===== src/deca_macros.svh =====
`ifndef DECA_MACROS_SVH
`define DECA_MACROS_SVH

// bus and port widths
`define DECA_DATA_W 32
`define DECA_GPIO_W 8
`define DECA_SW_N 3

// address fields: slave select and register select
`define DECA_SEL_LSB 8
`define DECA_SEL_MSB 11
`define DECA_REG_LSB 2
`define DECA_REG_MSB 4

// slave indices, anything above timer is unmapped
`define DECA_SLV_GPIO_A 4'd0
`define DECA_SLV_GPIO_B 4'd1
`define DECA_SLV_SWITCH 4'd2
`define DECA_SLV_TIMER 4'd3

// gpio register offsets
`define DECA_GPIO_OUT 3'd0
`define DECA_GPIO_DIR 3'd1
`define DECA_GPIO_IN 3'd2

// switch block offsets
`define DECA_SW_RAW 3'd0
`define DECA_SW_PEND 3'd1
`define DECA_SW_EN 3'd2

// machine timer offsets
`define DECA_TMR_CNT_LO 3'd0
`define DECA_TMR_CNT_HI 3'd1
`define DECA_TMR_CMP_LO 3'd2
`define DECA_TMR_CMP_HI 3'd3

`endif


===== src/deca_pkg.sv =====
`include "deca_macros.svh"

package deca_pkg;

  // slave index taken from the select field of the address
  typedef logic [`DECA_SEL_MSB-`DECA_SEL_LSB:0] slv_sel_t;

  // two bus words of the 64-bit timer values
  typedef struct packed {
    logic [`DECA_DATA_W-1:0] hi;
    logic [`DECA_DATA_W-1:0] lo;
  } mtime_words_t;

  // same 64 bits, seen as one count or as hi/lo words
  typedef union packed {
    logic [2*`DECA_DATA_W-1:0] count;
    mtime_words_t w;
  } mtime_u;

endpackage


===== src/wb_addr_decode.sv =====
`include "deca_macros.svh"

module wb_addr_decode import deca_pkg::*; (
  input  logic i_clk,
  input  logic clk_reset,
  input  logic wb_cyc_i,
  input  logic wb_stb_i,
  input  logic wb_we_i,
  input  logic [`DECA_DATA_W-1:0] wb_adr_i,
  input  logic wb_ack_i,
  output logic gpio_a_wr_o,
  output logic gpio_b_wr_o,
  output logic switch_wr_o,
  output logic timer_wr_o,
  output logic req_o,
  output logic [`DECA_REG_MSB-`DECA_REG_LSB:0] reg_idx_o,
  output slv_sel_t sel_o,
  output logic unmapped_o
);

  logic served_q;
  logic new_req;
  logic wr_req;
  slv_sel_t sel;

  // request already answered, held until the master drops stb
  always_ff @(posedge i_clk) begin
    if (clk_reset) begin
      served_q <= 1'b0;
    end else begin
      served_q <= wb_cyc_i & wb_stb_i & (served_q | wb_ack_i);
    end
  end

  // new only while not in or after its ack cycle
  assign new_req = wb_cyc_i & wb_stb_i & ~wb_ack_i & ~served_q;
  assign wr_req  = new_req & wb_we_i;

  // address fields
  assign sel       = wb_adr_i[`DECA_SEL_MSB:`DECA_SEL_LSB];
  assign reg_idx_o = wb_adr_i[`DECA_REG_MSB:`DECA_REG_LSB];

  // write strobes, same cycle as the request
  assign gpio_a_wr_o = wr_req & (sel == `DECA_SLV_GPIO_A);
  assign gpio_b_wr_o = wr_req & (sel == `DECA_SLV_GPIO_B);
  assign switch_wr_o = wr_req & (sel == `DECA_SLV_SWITCH);
  assign timer_wr_o  = wr_req & (sel == `DECA_SLV_TIMER);

  // to the result stage
  assign req_o      = new_req;
  assign sel_o      = sel;
  assign unmapped_o = sel > `DECA_SLV_TIMER;

endmodule


===== src/gpio_port.sv =====
`include "deca_macros.svh"

module gpio_port (
  input  logic i_clk,
  input  logic clk_reset,
  input  logic wr_i,
  input  logic [`DECA_REG_MSB-`DECA_REG_LSB:0] reg_idx_i,
  input  logic [`DECA_DATA_W-1:0] wdata_i,
  input  logic [`DECA_GPIO_W-1:0] pin_i,
  output logic [`DECA_DATA_W-1:0] rdata_o,
  output logic [`DECA_GPIO_W-1:0] pin_o,
  output logic [`DECA_GPIO_W-1:0] pin_oe_o
);

  logic [`DECA_GPIO_W-1:0] out_q;
  logic [`DECA_GPIO_W-1:0] dir_q;
  logic [`DECA_GPIO_W-1:0] in_meta_q;
  logic [`DECA_GPIO_W-1:0] in_sync_q;

  // output and direction registers
  always_ff @(posedge i_clk) begin
    if (clk_reset) begin
      out_q <= '0;
      dir_q <= '0;
    end else if (wr_i) begin
      case (reg_idx_i)
        `DECA_GPIO_OUT: out_q <= wdata_i[`DECA_GPIO_W-1:0];
        `DECA_GPIO_DIR: dir_q <= wdata_i[`DECA_GPIO_W-1:0];
        // input reg is read-only
        default: ;
      endcase
    end
  end

  // two-flop input sync
  always_ff @(posedge i_clk) begin
    in_meta_q <= pin_i;
    in_sync_q <= in_meta_q;
  end

  // read back, zero-extended
  always_comb begin
    rdata_o = '0;
    case (reg_idx_i)
      `DECA_GPIO_OUT: rdata_o[`DECA_GPIO_W-1:0] = out_q;
      `DECA_GPIO_DIR: rdata_o[`DECA_GPIO_W-1:0] = dir_q;
      `DECA_GPIO_IN:  rdata_o[`DECA_GPIO_W-1:0] = in_sync_q;
      default: ;
    endcase
  end

  assign pin_o    = out_q;
  assign pin_oe_o = dir_q;

endmodule


===== src/switch_irq_ctrl.sv =====
`include "deca_macros.svh"

module switch_irq_ctrl (
  input  logic i_clk,
  input  logic clk_reset,
  input  logic wr_i,
  input  logic [`DECA_REG_MSB-`DECA_REG_LSB:0] reg_idx_i,
  input  logic [`DECA_DATA_W-1:0] wdata_i,
  input  logic [`DECA_SW_N-1:0] switch_i,
  output logic [`DECA_DATA_W-1:0] rdata_o,
  output logic irq_o
);

  logic [`DECA_SW_N-1:0] sw_meta_q;
  logic [`DECA_SW_N-1:0] sw_sync_q;
  logic [`DECA_SW_N-1:0] sw_prev_q;
  logic [`DECA_SW_N-1:0] rise_q;
  logic [`DECA_SW_N-1:0] pend_q;
  logic [`DECA_SW_N-1:0] en_q;
  logic [`DECA_SW_N-1:0] clr;
  logic irq_q;

  // sync chain, then registered rising-edge detect
  always_ff @(posedge i_clk) begin
    if (clk_reset) begin
      sw_meta_q <= '0;
      sw_sync_q <= '0;
      sw_prev_q <= '0;
      rise_q    <= '0;
    end else begin
      sw_meta_q <= switch_i;
      sw_sync_q <= sw_meta_q;
      sw_prev_q <= sw_sync_q;
      rise_q    <= sw_sync_q & ~sw_prev_q;
    end
  end

  // write 1 to clear pending
  assign clr = (wr_i && reg_idx_i == `DECA_SW_PEND) ? wdata_i[`DECA_SW_N-1:0] : '0;

  // pending and enable; a new edge beats the clear
  always_ff @(posedge i_clk) begin
    if (clk_reset) begin
      pend_q <= '0;
      en_q   <= '0;
      irq_q  <= 1'b0;
    end else begin
      pend_q <= (pend_q & ~clr) | rise_q;
      if (wr_i && reg_idx_i == `DECA_SW_EN) begin
        en_q <= wdata_i[`DECA_SW_N-1:0];
      end
      irq_q <= |(pend_q & en_q);
    end
  end

  // raw level, pending, enable
  always_comb begin
    rdata_o = '0;
    case (reg_idx_i)
      `DECA_SW_RAW:  rdata_o[`DECA_SW_N-1:0] = sw_sync_q;
      `DECA_SW_PEND: rdata_o[`DECA_SW_N-1:0] = pend_q;
      `DECA_SW_EN:   rdata_o[`DECA_SW_N-1:0] = en_q;
      default: ;
    endcase
  end

  assign irq_o = irq_q;

endmodule


===== src/machine_timer.sv =====
`include "deca_macros.svh"

module machine_timer import deca_pkg::*; (
  input  logic i_clk,
  input  logic clk_reset,
  input  logic wr_i,
  input  logic [`DECA_REG_MSB-`DECA_REG_LSB:0] reg_idx_i,
  input  logic [`DECA_DATA_W-1:0] wdata_i,
  output logic [`DECA_DATA_W-1:0] rdata_o,
  output logic irq_o
);

  mtime_u mtime_q;
  mtime_u mtime_d;
  mtime_u mtimecmp_q;
  logic irq_q;

  // free-running count; a write reloads one half
  always_comb begin
    mtime_d.count = mtime_q.count + 1'b1;
    if (wr_i && reg_idx_i == `DECA_TMR_CNT_LO) begin
      mtime_d.w.lo = wdata_i;
    end
    if (wr_i && reg_idx_i == `DECA_TMR_CNT_HI) begin
      mtime_d.w.hi = wdata_i;
    end
  end

  always_ff @(posedge i_clk) begin
    if (clk_reset) begin
      mtime_q.count    <= '0;
      mtimecmp_q.count <= '1;
      irq_q            <= 1'b0;
    end else begin
      mtime_q <= mtime_d;
      // compare written by word halves
      if (wr_i && reg_idx_i == `DECA_TMR_CMP_LO) begin
        mtimecmp_q.w.lo <= wdata_i;
      end
      if (wr_i && reg_idx_i == `DECA_TMR_CMP_HI) begin
        mtimecmp_q.w.hi <= wdata_i;
      end
      // level irq while count has reached compare
      irq_q <= mtime_q.count >= mtimecmp_q.count;
    end
  end

  always_comb begin
    case (reg_idx_i)
      `DECA_TMR_CNT_LO: rdata_o = mtime_q.w.lo;
      `DECA_TMR_CNT_HI: rdata_o = mtime_q.w.hi;
      `DECA_TMR_CMP_LO: rdata_o = mtimecmp_q.w.lo;
      `DECA_TMR_CMP_HI: rdata_o = mtimecmp_q.w.hi;
      default:          rdata_o = '0;
    endcase
  end

  assign irq_o = irq_q;

endmodule


===== src/wb_read_mux.sv =====
`include "deca_macros.svh"

module wb_read_mux import deca_pkg::*; (
  input  logic i_clk,
  input  logic clk_reset,
  input  logic req_i,
  input  logic we_i,
  input  slv_sel_t sel_i,
  input  logic unmapped_i,
  input  logic [`DECA_DATA_W-1:0] gpio_a_rdata_i,
  input  logic [`DECA_DATA_W-1:0] gpio_b_rdata_i,
  input  logic [`DECA_DATA_W-1:0] switch_rdata_i,
  input  logic [`DECA_DATA_W-1:0] timer_rdata_i,
  output logic [`DECA_DATA_W-1:0] wb_dat_o,
  output logic wb_ack_o,
  output logic wb_err_o
);

  logic [`DECA_DATA_W-1:0] rdata_sel;
  logic ack_q;
  logic err_q;
  logic [`DECA_DATA_W-1:0] dat_q;

  // pick the addressed slave
  always_comb begin
    case (sel_i)
      `DECA_SLV_GPIO_A: rdata_sel = gpio_a_rdata_i;
      `DECA_SLV_GPIO_B: rdata_sel = gpio_b_rdata_i;
      `DECA_SLV_SWITCH: rdata_sel = switch_rdata_i;
      `DECA_SLV_TIMER:  rdata_sel = timer_rdata_i;
      default:          rdata_sel = '0;
    endcase
  end

  // one-cycle ack pulse, err only for unmapped
  always_ff @(posedge i_clk) begin
    if (clk_reset) begin
      ack_q <= 1'b0;
      err_q <= 1'b0;
    end else begin
      ack_q <= req_i;
      err_q <= req_i & unmapped_i;
    end
  end

  // zero on writes, errors and idle cycles
  always_ff @(posedge i_clk) begin
    dat_q <= (req_i && !we_i && !unmapped_i) ? rdata_sel : '0;
  end

  assign wb_ack_o = ack_q;
  assign wb_err_o = err_q;
  assign wb_dat_o = dat_q;

endmodule


===== src/deca_periph_top.sv =====
`include "deca_macros.svh"

module deca_periph_top import deca_pkg::*; (
  input  logic i_clk,
  input  logic clk_reset,
  input  logic wb_cyc_i,
  input  logic wb_stb_i,
  input  logic wb_we_i,
  input  logic [`DECA_DATA_W-1:0] wb_adr_i,
  input  logic [`DECA_DATA_W-1:0] wb_dat_i,
  input  logic [`DECA_GPIO_W-1:0] gpio_a_i,
  input  logic [`DECA_GPIO_W-1:0] gpio_b_i,
  input  logic [`DECA_SW_N-1:0] switch_i,
  output logic [`DECA_DATA_W-1:0] wb_dat_o,
  output logic wb_ack_o,
  output logic wb_err_o,
  output logic [`DECA_GPIO_W-1:0] gpio_a_o,
  output logic [`DECA_GPIO_W-1:0] gpio_a_oe_o,
  output logic [`DECA_GPIO_W-1:0] gpio_b_o,
  output logic [`DECA_GPIO_W-1:0] gpio_b_oe_o,
  output logic timer_irq_o,
  output logic ext_irq_o
);

  // decoder outputs
  logic gpio_a_wr;
  logic gpio_b_wr;
  logic switch_wr;
  logic timer_wr;
  logic req;
  logic [`DECA_REG_MSB-`DECA_REG_LSB:0] reg_idx;
  slv_sel_t sel;
  logic unmapped;

  // per-slave read data
  logic [`DECA_DATA_W-1:0] gpio_a_rdata;
  logic [`DECA_DATA_W-1:0] gpio_b_rdata;
  logic [`DECA_DATA_W-1:0] switch_rdata;
  logic [`DECA_DATA_W-1:0] timer_rdata;

  wb_addr_decode u_decode (
    .i_clk       (i_clk),
    .clk_reset   (clk_reset),
    .wb_cyc_i    (wb_cyc_i),
    .wb_stb_i    (wb_stb_i),
    .wb_we_i     (wb_we_i),
    .wb_adr_i    (wb_adr_i),
    .wb_ack_i    (wb_ack_o),
    .gpio_a_wr_o (gpio_a_wr),
    .gpio_b_wr_o (gpio_b_wr),
    .switch_wr_o (switch_wr),
    .timer_wr_o  (timer_wr),
    .req_o       (req),
    .reg_idx_o   (reg_idx),
    .sel_o       (sel),
    .unmapped_o  (unmapped)
  );

  gpio_port gpio_a (
    .i_clk     (i_clk),
    .clk_reset (clk_reset),
    .wr_i      (gpio_a_wr),
    .reg_idx_i (reg_idx),
    .wdata_i   (wb_dat_i),
    .pin_i     (gpio_a_i),
    .rdata_o   (gpio_a_rdata),
    .pin_o     (gpio_a_o),
    .pin_oe_o  (gpio_a_oe_o)
  );

  gpio_port gpio_b (
    .i_clk     (i_clk),
    .clk_reset (clk_reset),
    .wr_i      (gpio_b_wr),
    .reg_idx_i (reg_idx),
    .wdata_i   (wb_dat_i),
    .pin_i     (gpio_b_i),
    .rdata_o   (gpio_b_rdata),
    .pin_o     (gpio_b_o),
    .pin_oe_o  (gpio_b_oe_o)
  );

  // key and both slide switches share one external irq
  switch_irq_ctrl u_switch (
    .i_clk     (i_clk),
    .clk_reset (clk_reset),
    .wr_i      (switch_wr),
    .reg_idx_i (reg_idx),
    .wdata_i   (wb_dat_i),
    .switch_i  (switch_i),
    .rdata_o   (switch_rdata),
    .irq_o     (ext_irq_o)
  );

  machine_timer u_timer (
    .i_clk     (i_clk),
    .clk_reset (clk_reset),
    .wr_i      (timer_wr),
    .reg_idx_i (reg_idx),
    .wdata_i   (wb_dat_i),
    .rdata_o   (timer_rdata),
    .irq_o     (timer_irq_o)
  );

  wb_read_mux u_read_mux (
    .i_clk          (i_clk),
    .clk_reset      (clk_reset),
    .req_i          (req),
    .we_i           (wb_we_i),
    .sel_i          (sel),
    .unmapped_i     (unmapped),
    .gpio_a_rdata_i (gpio_a_rdata),
    .gpio_b_rdata_i (gpio_b_rdata),
    .switch_rdata_i (switch_rdata),
    .timer_rdata_i  (timer_rdata),
    .wb_dat_o       (wb_dat_o),
    .wb_ack_o       (wb_ack_o),
    .wb_err_o       (wb_err_o)
  );

endmodule


===== config.mk =====
export PLATFORM = sky130hd
export DESIGN_NAME = deca_periph_top
export DESIGN_NICKNAME = d
export VERILOG_FILES = /design/src/deca_pkg.sv /design/src/wb_addr_decode.sv /design/src/gpio_port.sv /design/src/switch_irq_ctrl.sv /design/src/machine_timer.sv /design/src/wb_read_mux.sv /design/src/deca_periph_top.sv
export VERILOG_INCLUDE_DIRS = /design/src
export SDC_FILE = /design/constraint.sdc
export NUM_CORES = 1
export LEC_CHECK = 0
export ABC_AREA = 1
export CELL_PAD_IN_SITES_DETAIL_PLACEMENT = 2
export CELL_PAD_IN_SITES_GLOBAL_PLACEMENT = 2
export CORE_ASPECT_RATIO = 1.5
export CORE_MARGIN = 2
export CORE_UTILIZATION = 36
export DETAILED_ROUTE_END_ITERATION = 8
export DONT_BUFFER_PORTS = 1
export PLACE_DENSITY_LB_ADDON = 0.1
export RECOVER_POWER = 100
export SYNTH_ARGS = -nofsm -noshare
export SYNTH_HDL_FRONTEND = slang
export SYNTH_SLANG_ARGS = --single-unit

===== constraint.sdc =====
create_clock -name i_clk -period 1.9 [get_ports i_clk]
set_input_delay 0.095 -clock i_clk [delete_from_list [all_inputs] [get_ports i_clk]]
set_output_delay 0.095 -clock i_clk [all_outputs]
set_load 0.03 [all_outputs]

==> flow_summary.toml <==
[setup_path]
worst_ep_arrival_time_ns = 2.76
cp-end-kind = "flop"
crit_type = "reg2reg"
path_cells = "nor3_4 > nand2_1 > nor2_2 > nand2_2 > inv_2 > nor2_1 > nor2_1"
crit_top_cell = "nor2_1"
crit_path_max_incr_delay_ns = 0.53
critPathMaxFanout = 11
critical_path.top_delay_family = "simple AND/OR/NAND/NOR gates"
required_ns = 2.32
critPathSlowestCell = "nor2_1"
cp_num_buf_inv = 1
startpoint_type = "flop"

[clocking]
clk_latency_ns = 0.59
clk_pin_slew_ns = 0.09
clockRootBuffer = "clkbuf_16"
cts_tree = "yes"
cts_made_buffers = 27
clkSinkCount = 247
htree_levels = 1
clock_path_buffers = 3

[routing]
first_pass_iters = 5
via_count = 15800
wire_per_inst_um = 32.4
viasPerCell = 6.13
totalWireLength_um = 83600
ant_nets = 0
first_iter_violations = 1142
drc = 0

[logic_synthesis]
synth_cell_types = 46
synth_edf_count = 0
async_flop_share = 0
synth_top_family_by_area = "simple AND/OR/NAND/NOR gates"
synthesis.area_um2 = 12900
synth-xor-area-share = 0.0115
synth_top_area_frac = 0.383
syn_nets = 1935
synth.avg_cell_area_um2 = 7.25
synth_compound_area_frac = 0.156
synthCells = 1782
ys.flop_type = "dfxtp_1"
synth_area_leaders = "dfxtp_1, nand2_1, inv_1"
yosys_warnings = 0
synthMuxAreaShare = 0
synth-seq-cells = 247
synth.most_common_cell = "nand2_1"
synth_fa_ha_area_frac = 0.0630
synth_area_leader_cell = "dfxtp_1"
yosys.area_share.simple = 0.286
synth-seq-area-share = 0.383
synth.cells.most_frequent = "nand2_1, dfxtp_1, inv_1"

[pwr]
powerDensity_nw_per_um2 = 682
finalPower_mw = 12.3
p_sw_mw = 3.20
sw_frac_of_total = 0.259
pwr-share-clk = 0.518
p_comb_frac = 0.056
power_frac_seq = 0.426
peakVddDrop_v = 0.000974
power.internal_mw = 9.14
p_leak_nw = 8.37

[timing]
finalSetupViolCount = 118
hold_slack_ns = 0.0676
fmax_ghz = 0.427
fin_tns_setup_ns = -8.94
worst_pin_slew_ns = 0.982
fin_crit_sh = 1.23
maxSlewViolCount = 0
rsz0062_at_grt = "true"
finalClockSkew_ns = 0.0335
slew_headroom = 0.343
post-route-min-period_ns = 2.34
hold_violations = 0
layout_setup_ws_ns = -0.441

[placed_design]
place_inst = 2429
routabilityCongestion = 0.914
place_area_um2 = 15100
dpl.hpwl_um = 44900
dpl_worst_slack_ns = -0.285
portBuffers = 0

[cells_and_area]
fin_area_um2 = 18100
syn_to_final_growth_pct = 40.1
layout.nets = 2231
stdcell_count = 2580
fillers = 3937
drive_gt1_frac = 0.273
final_core_util = 0.508

[global_routing]
grt_overflow = 0
grt_max_degree = 64
track_usage = 0.360
grt_pass1_wl_um = 102000
antenna_found_initial = 5
grt_pass1_vias = 16800

[floorplan]
pin_count = 156
fp.dieArea_um2 = 37400
core_area_um2 = 35600
fp.dieH_um = 236
die_w_um = 159
row_count = 85
start_util = 0.362

[job]
cap_violations = 0

[status]
failed_checks = "setup timing"
status = "complete, but fails checks"

[hold_path]
hold_class = "in2reg"
[placed cells by master (no fill, tap or decap), types with 7 or more instances in the layout]
cell type	count
a21oi_1	57
a221oi_1	25
a31oi_1	7
buf_12	12
buf_4	227
buf_6	13
clkbuf_16	30
clkbuf_8	7
dfxtp_1	200
dfxtp_2	30
dfxtp_4	17
dlygate4sd3_1	75
ha_1	48
ha_4	16
inv_1	227
inv_2	23
nand2_1	324
nand2_2	44
nand2_4	8
nand3_1	109
nand3_2	9
nand4_1	42
nor2_1	125
nor2_2	32
nor2_4	37
nor3_1	14
nor3_2	19
nor3_4	10
o211ai_1	80
o21ai_0	80
o21ai_1	17
o21bai_1	8
o22ai_1	36
or2_0	13
xor2_1	15
[power groups by stage]
stage / clock network (mW) / registers [mW] / logic (mW)
6_report: 6.39 / 5.26 / 0.690
3_5_place_dp: 0 / 5.38 / 0.389
2_1_floorplan: 0 / 5.38 / 0.240
5_1_grt: 6.55 / 5.26 / 0.705
3_3_place_gp: 0 / 5.38 / 0.371
4_1_cts: 6.10 / 5.26 / 0.587
[metal layers]
metal,track usage,up-vias,share of wire,wire [µm]
met5,0,-,0.00032,27
met4,0.210,4,0.10,8450
met3,0.0481,497,0.059,4940
met2,0.684,891,0.50,42200
met1,0.364,7882,0.33,28000
li1,-,6531,-,-
[logic make-up after synthesis]
family / Yosys count
AOI/OAI and AO/OA: 323
xor gates and xnor gates: 17
adders and majority gates: 65
buffers and inverters: 322
DFF: 247
and+or+nand+nor: 808
[registers in the layout (all words and copies together), names as in the netlist, 8 cells and up]
| register | flops |
|---|---|
| gpio_a.pin_oe_o | 8 |
| u_read_mux.wb_dat_o | 32 |
| gpio_a.pin_o | 8 |
| gpio_a.in_meta_q | 8 |
| gpio_a.in_sync_q | 8 |
| gpio_b.pin_oe_o | 8 |
| u_timer.mtime_q | 64 |
| u_timer.mtimecmp_q | 64 |
| gpio_b.pin_o | 8 |
| gpio_b.in_sync_q | 8 |
| gpio_b.in_meta_q | 8 |
[layout make-up]
type                    instances  area [µm²]  area share
clock buffers                  36         779      0.0431
multi-input cells            1213        7530       0.416
repair buffers                335        2950       0.163
inverters                     254         965      0.0533
well taps                     478         598      0.0331
clock inverters                12         219      0.0121
flip-flops and latches        247        5050       0.279
diodes                          5        12.5    0.000691
[path summary, 6_finish.rpt]
kind	start	endpoint	slack, ns	cells after the start
min reg2reg	gpio_b.in_meta_q[7]	gpio_b.in_sync_q[7]	0.33	0
max reg2reg	u_decode.served_q	gpio_b.pin_oe_o[6]	-0.44	7
max	u_decode.served_q	gpio_b.pin_oe_o[6]	-0.44	7
min	gpio_b_i[0]	gpio_b.in_meta_q[0]	0.07	1
[worst reg2reg max path: cells and delay by family (launching register included)]
kind	cells	cell delay, ns
and+or+nand+nor	6	1.55
DFF	1	0.36
buffers and inverters	1	0.27
[what timing repair did]
item	in CTS	in global routing
gates cloned	0	3
setup endpoints to repair	35	113
resized for setup	67	222
pin swaps	8	37
buffers inserted	2	18
hold endpoints to repair	206	0
hold buffers	77	0
No activity file was read; power rests on OpenSTA's default activity.
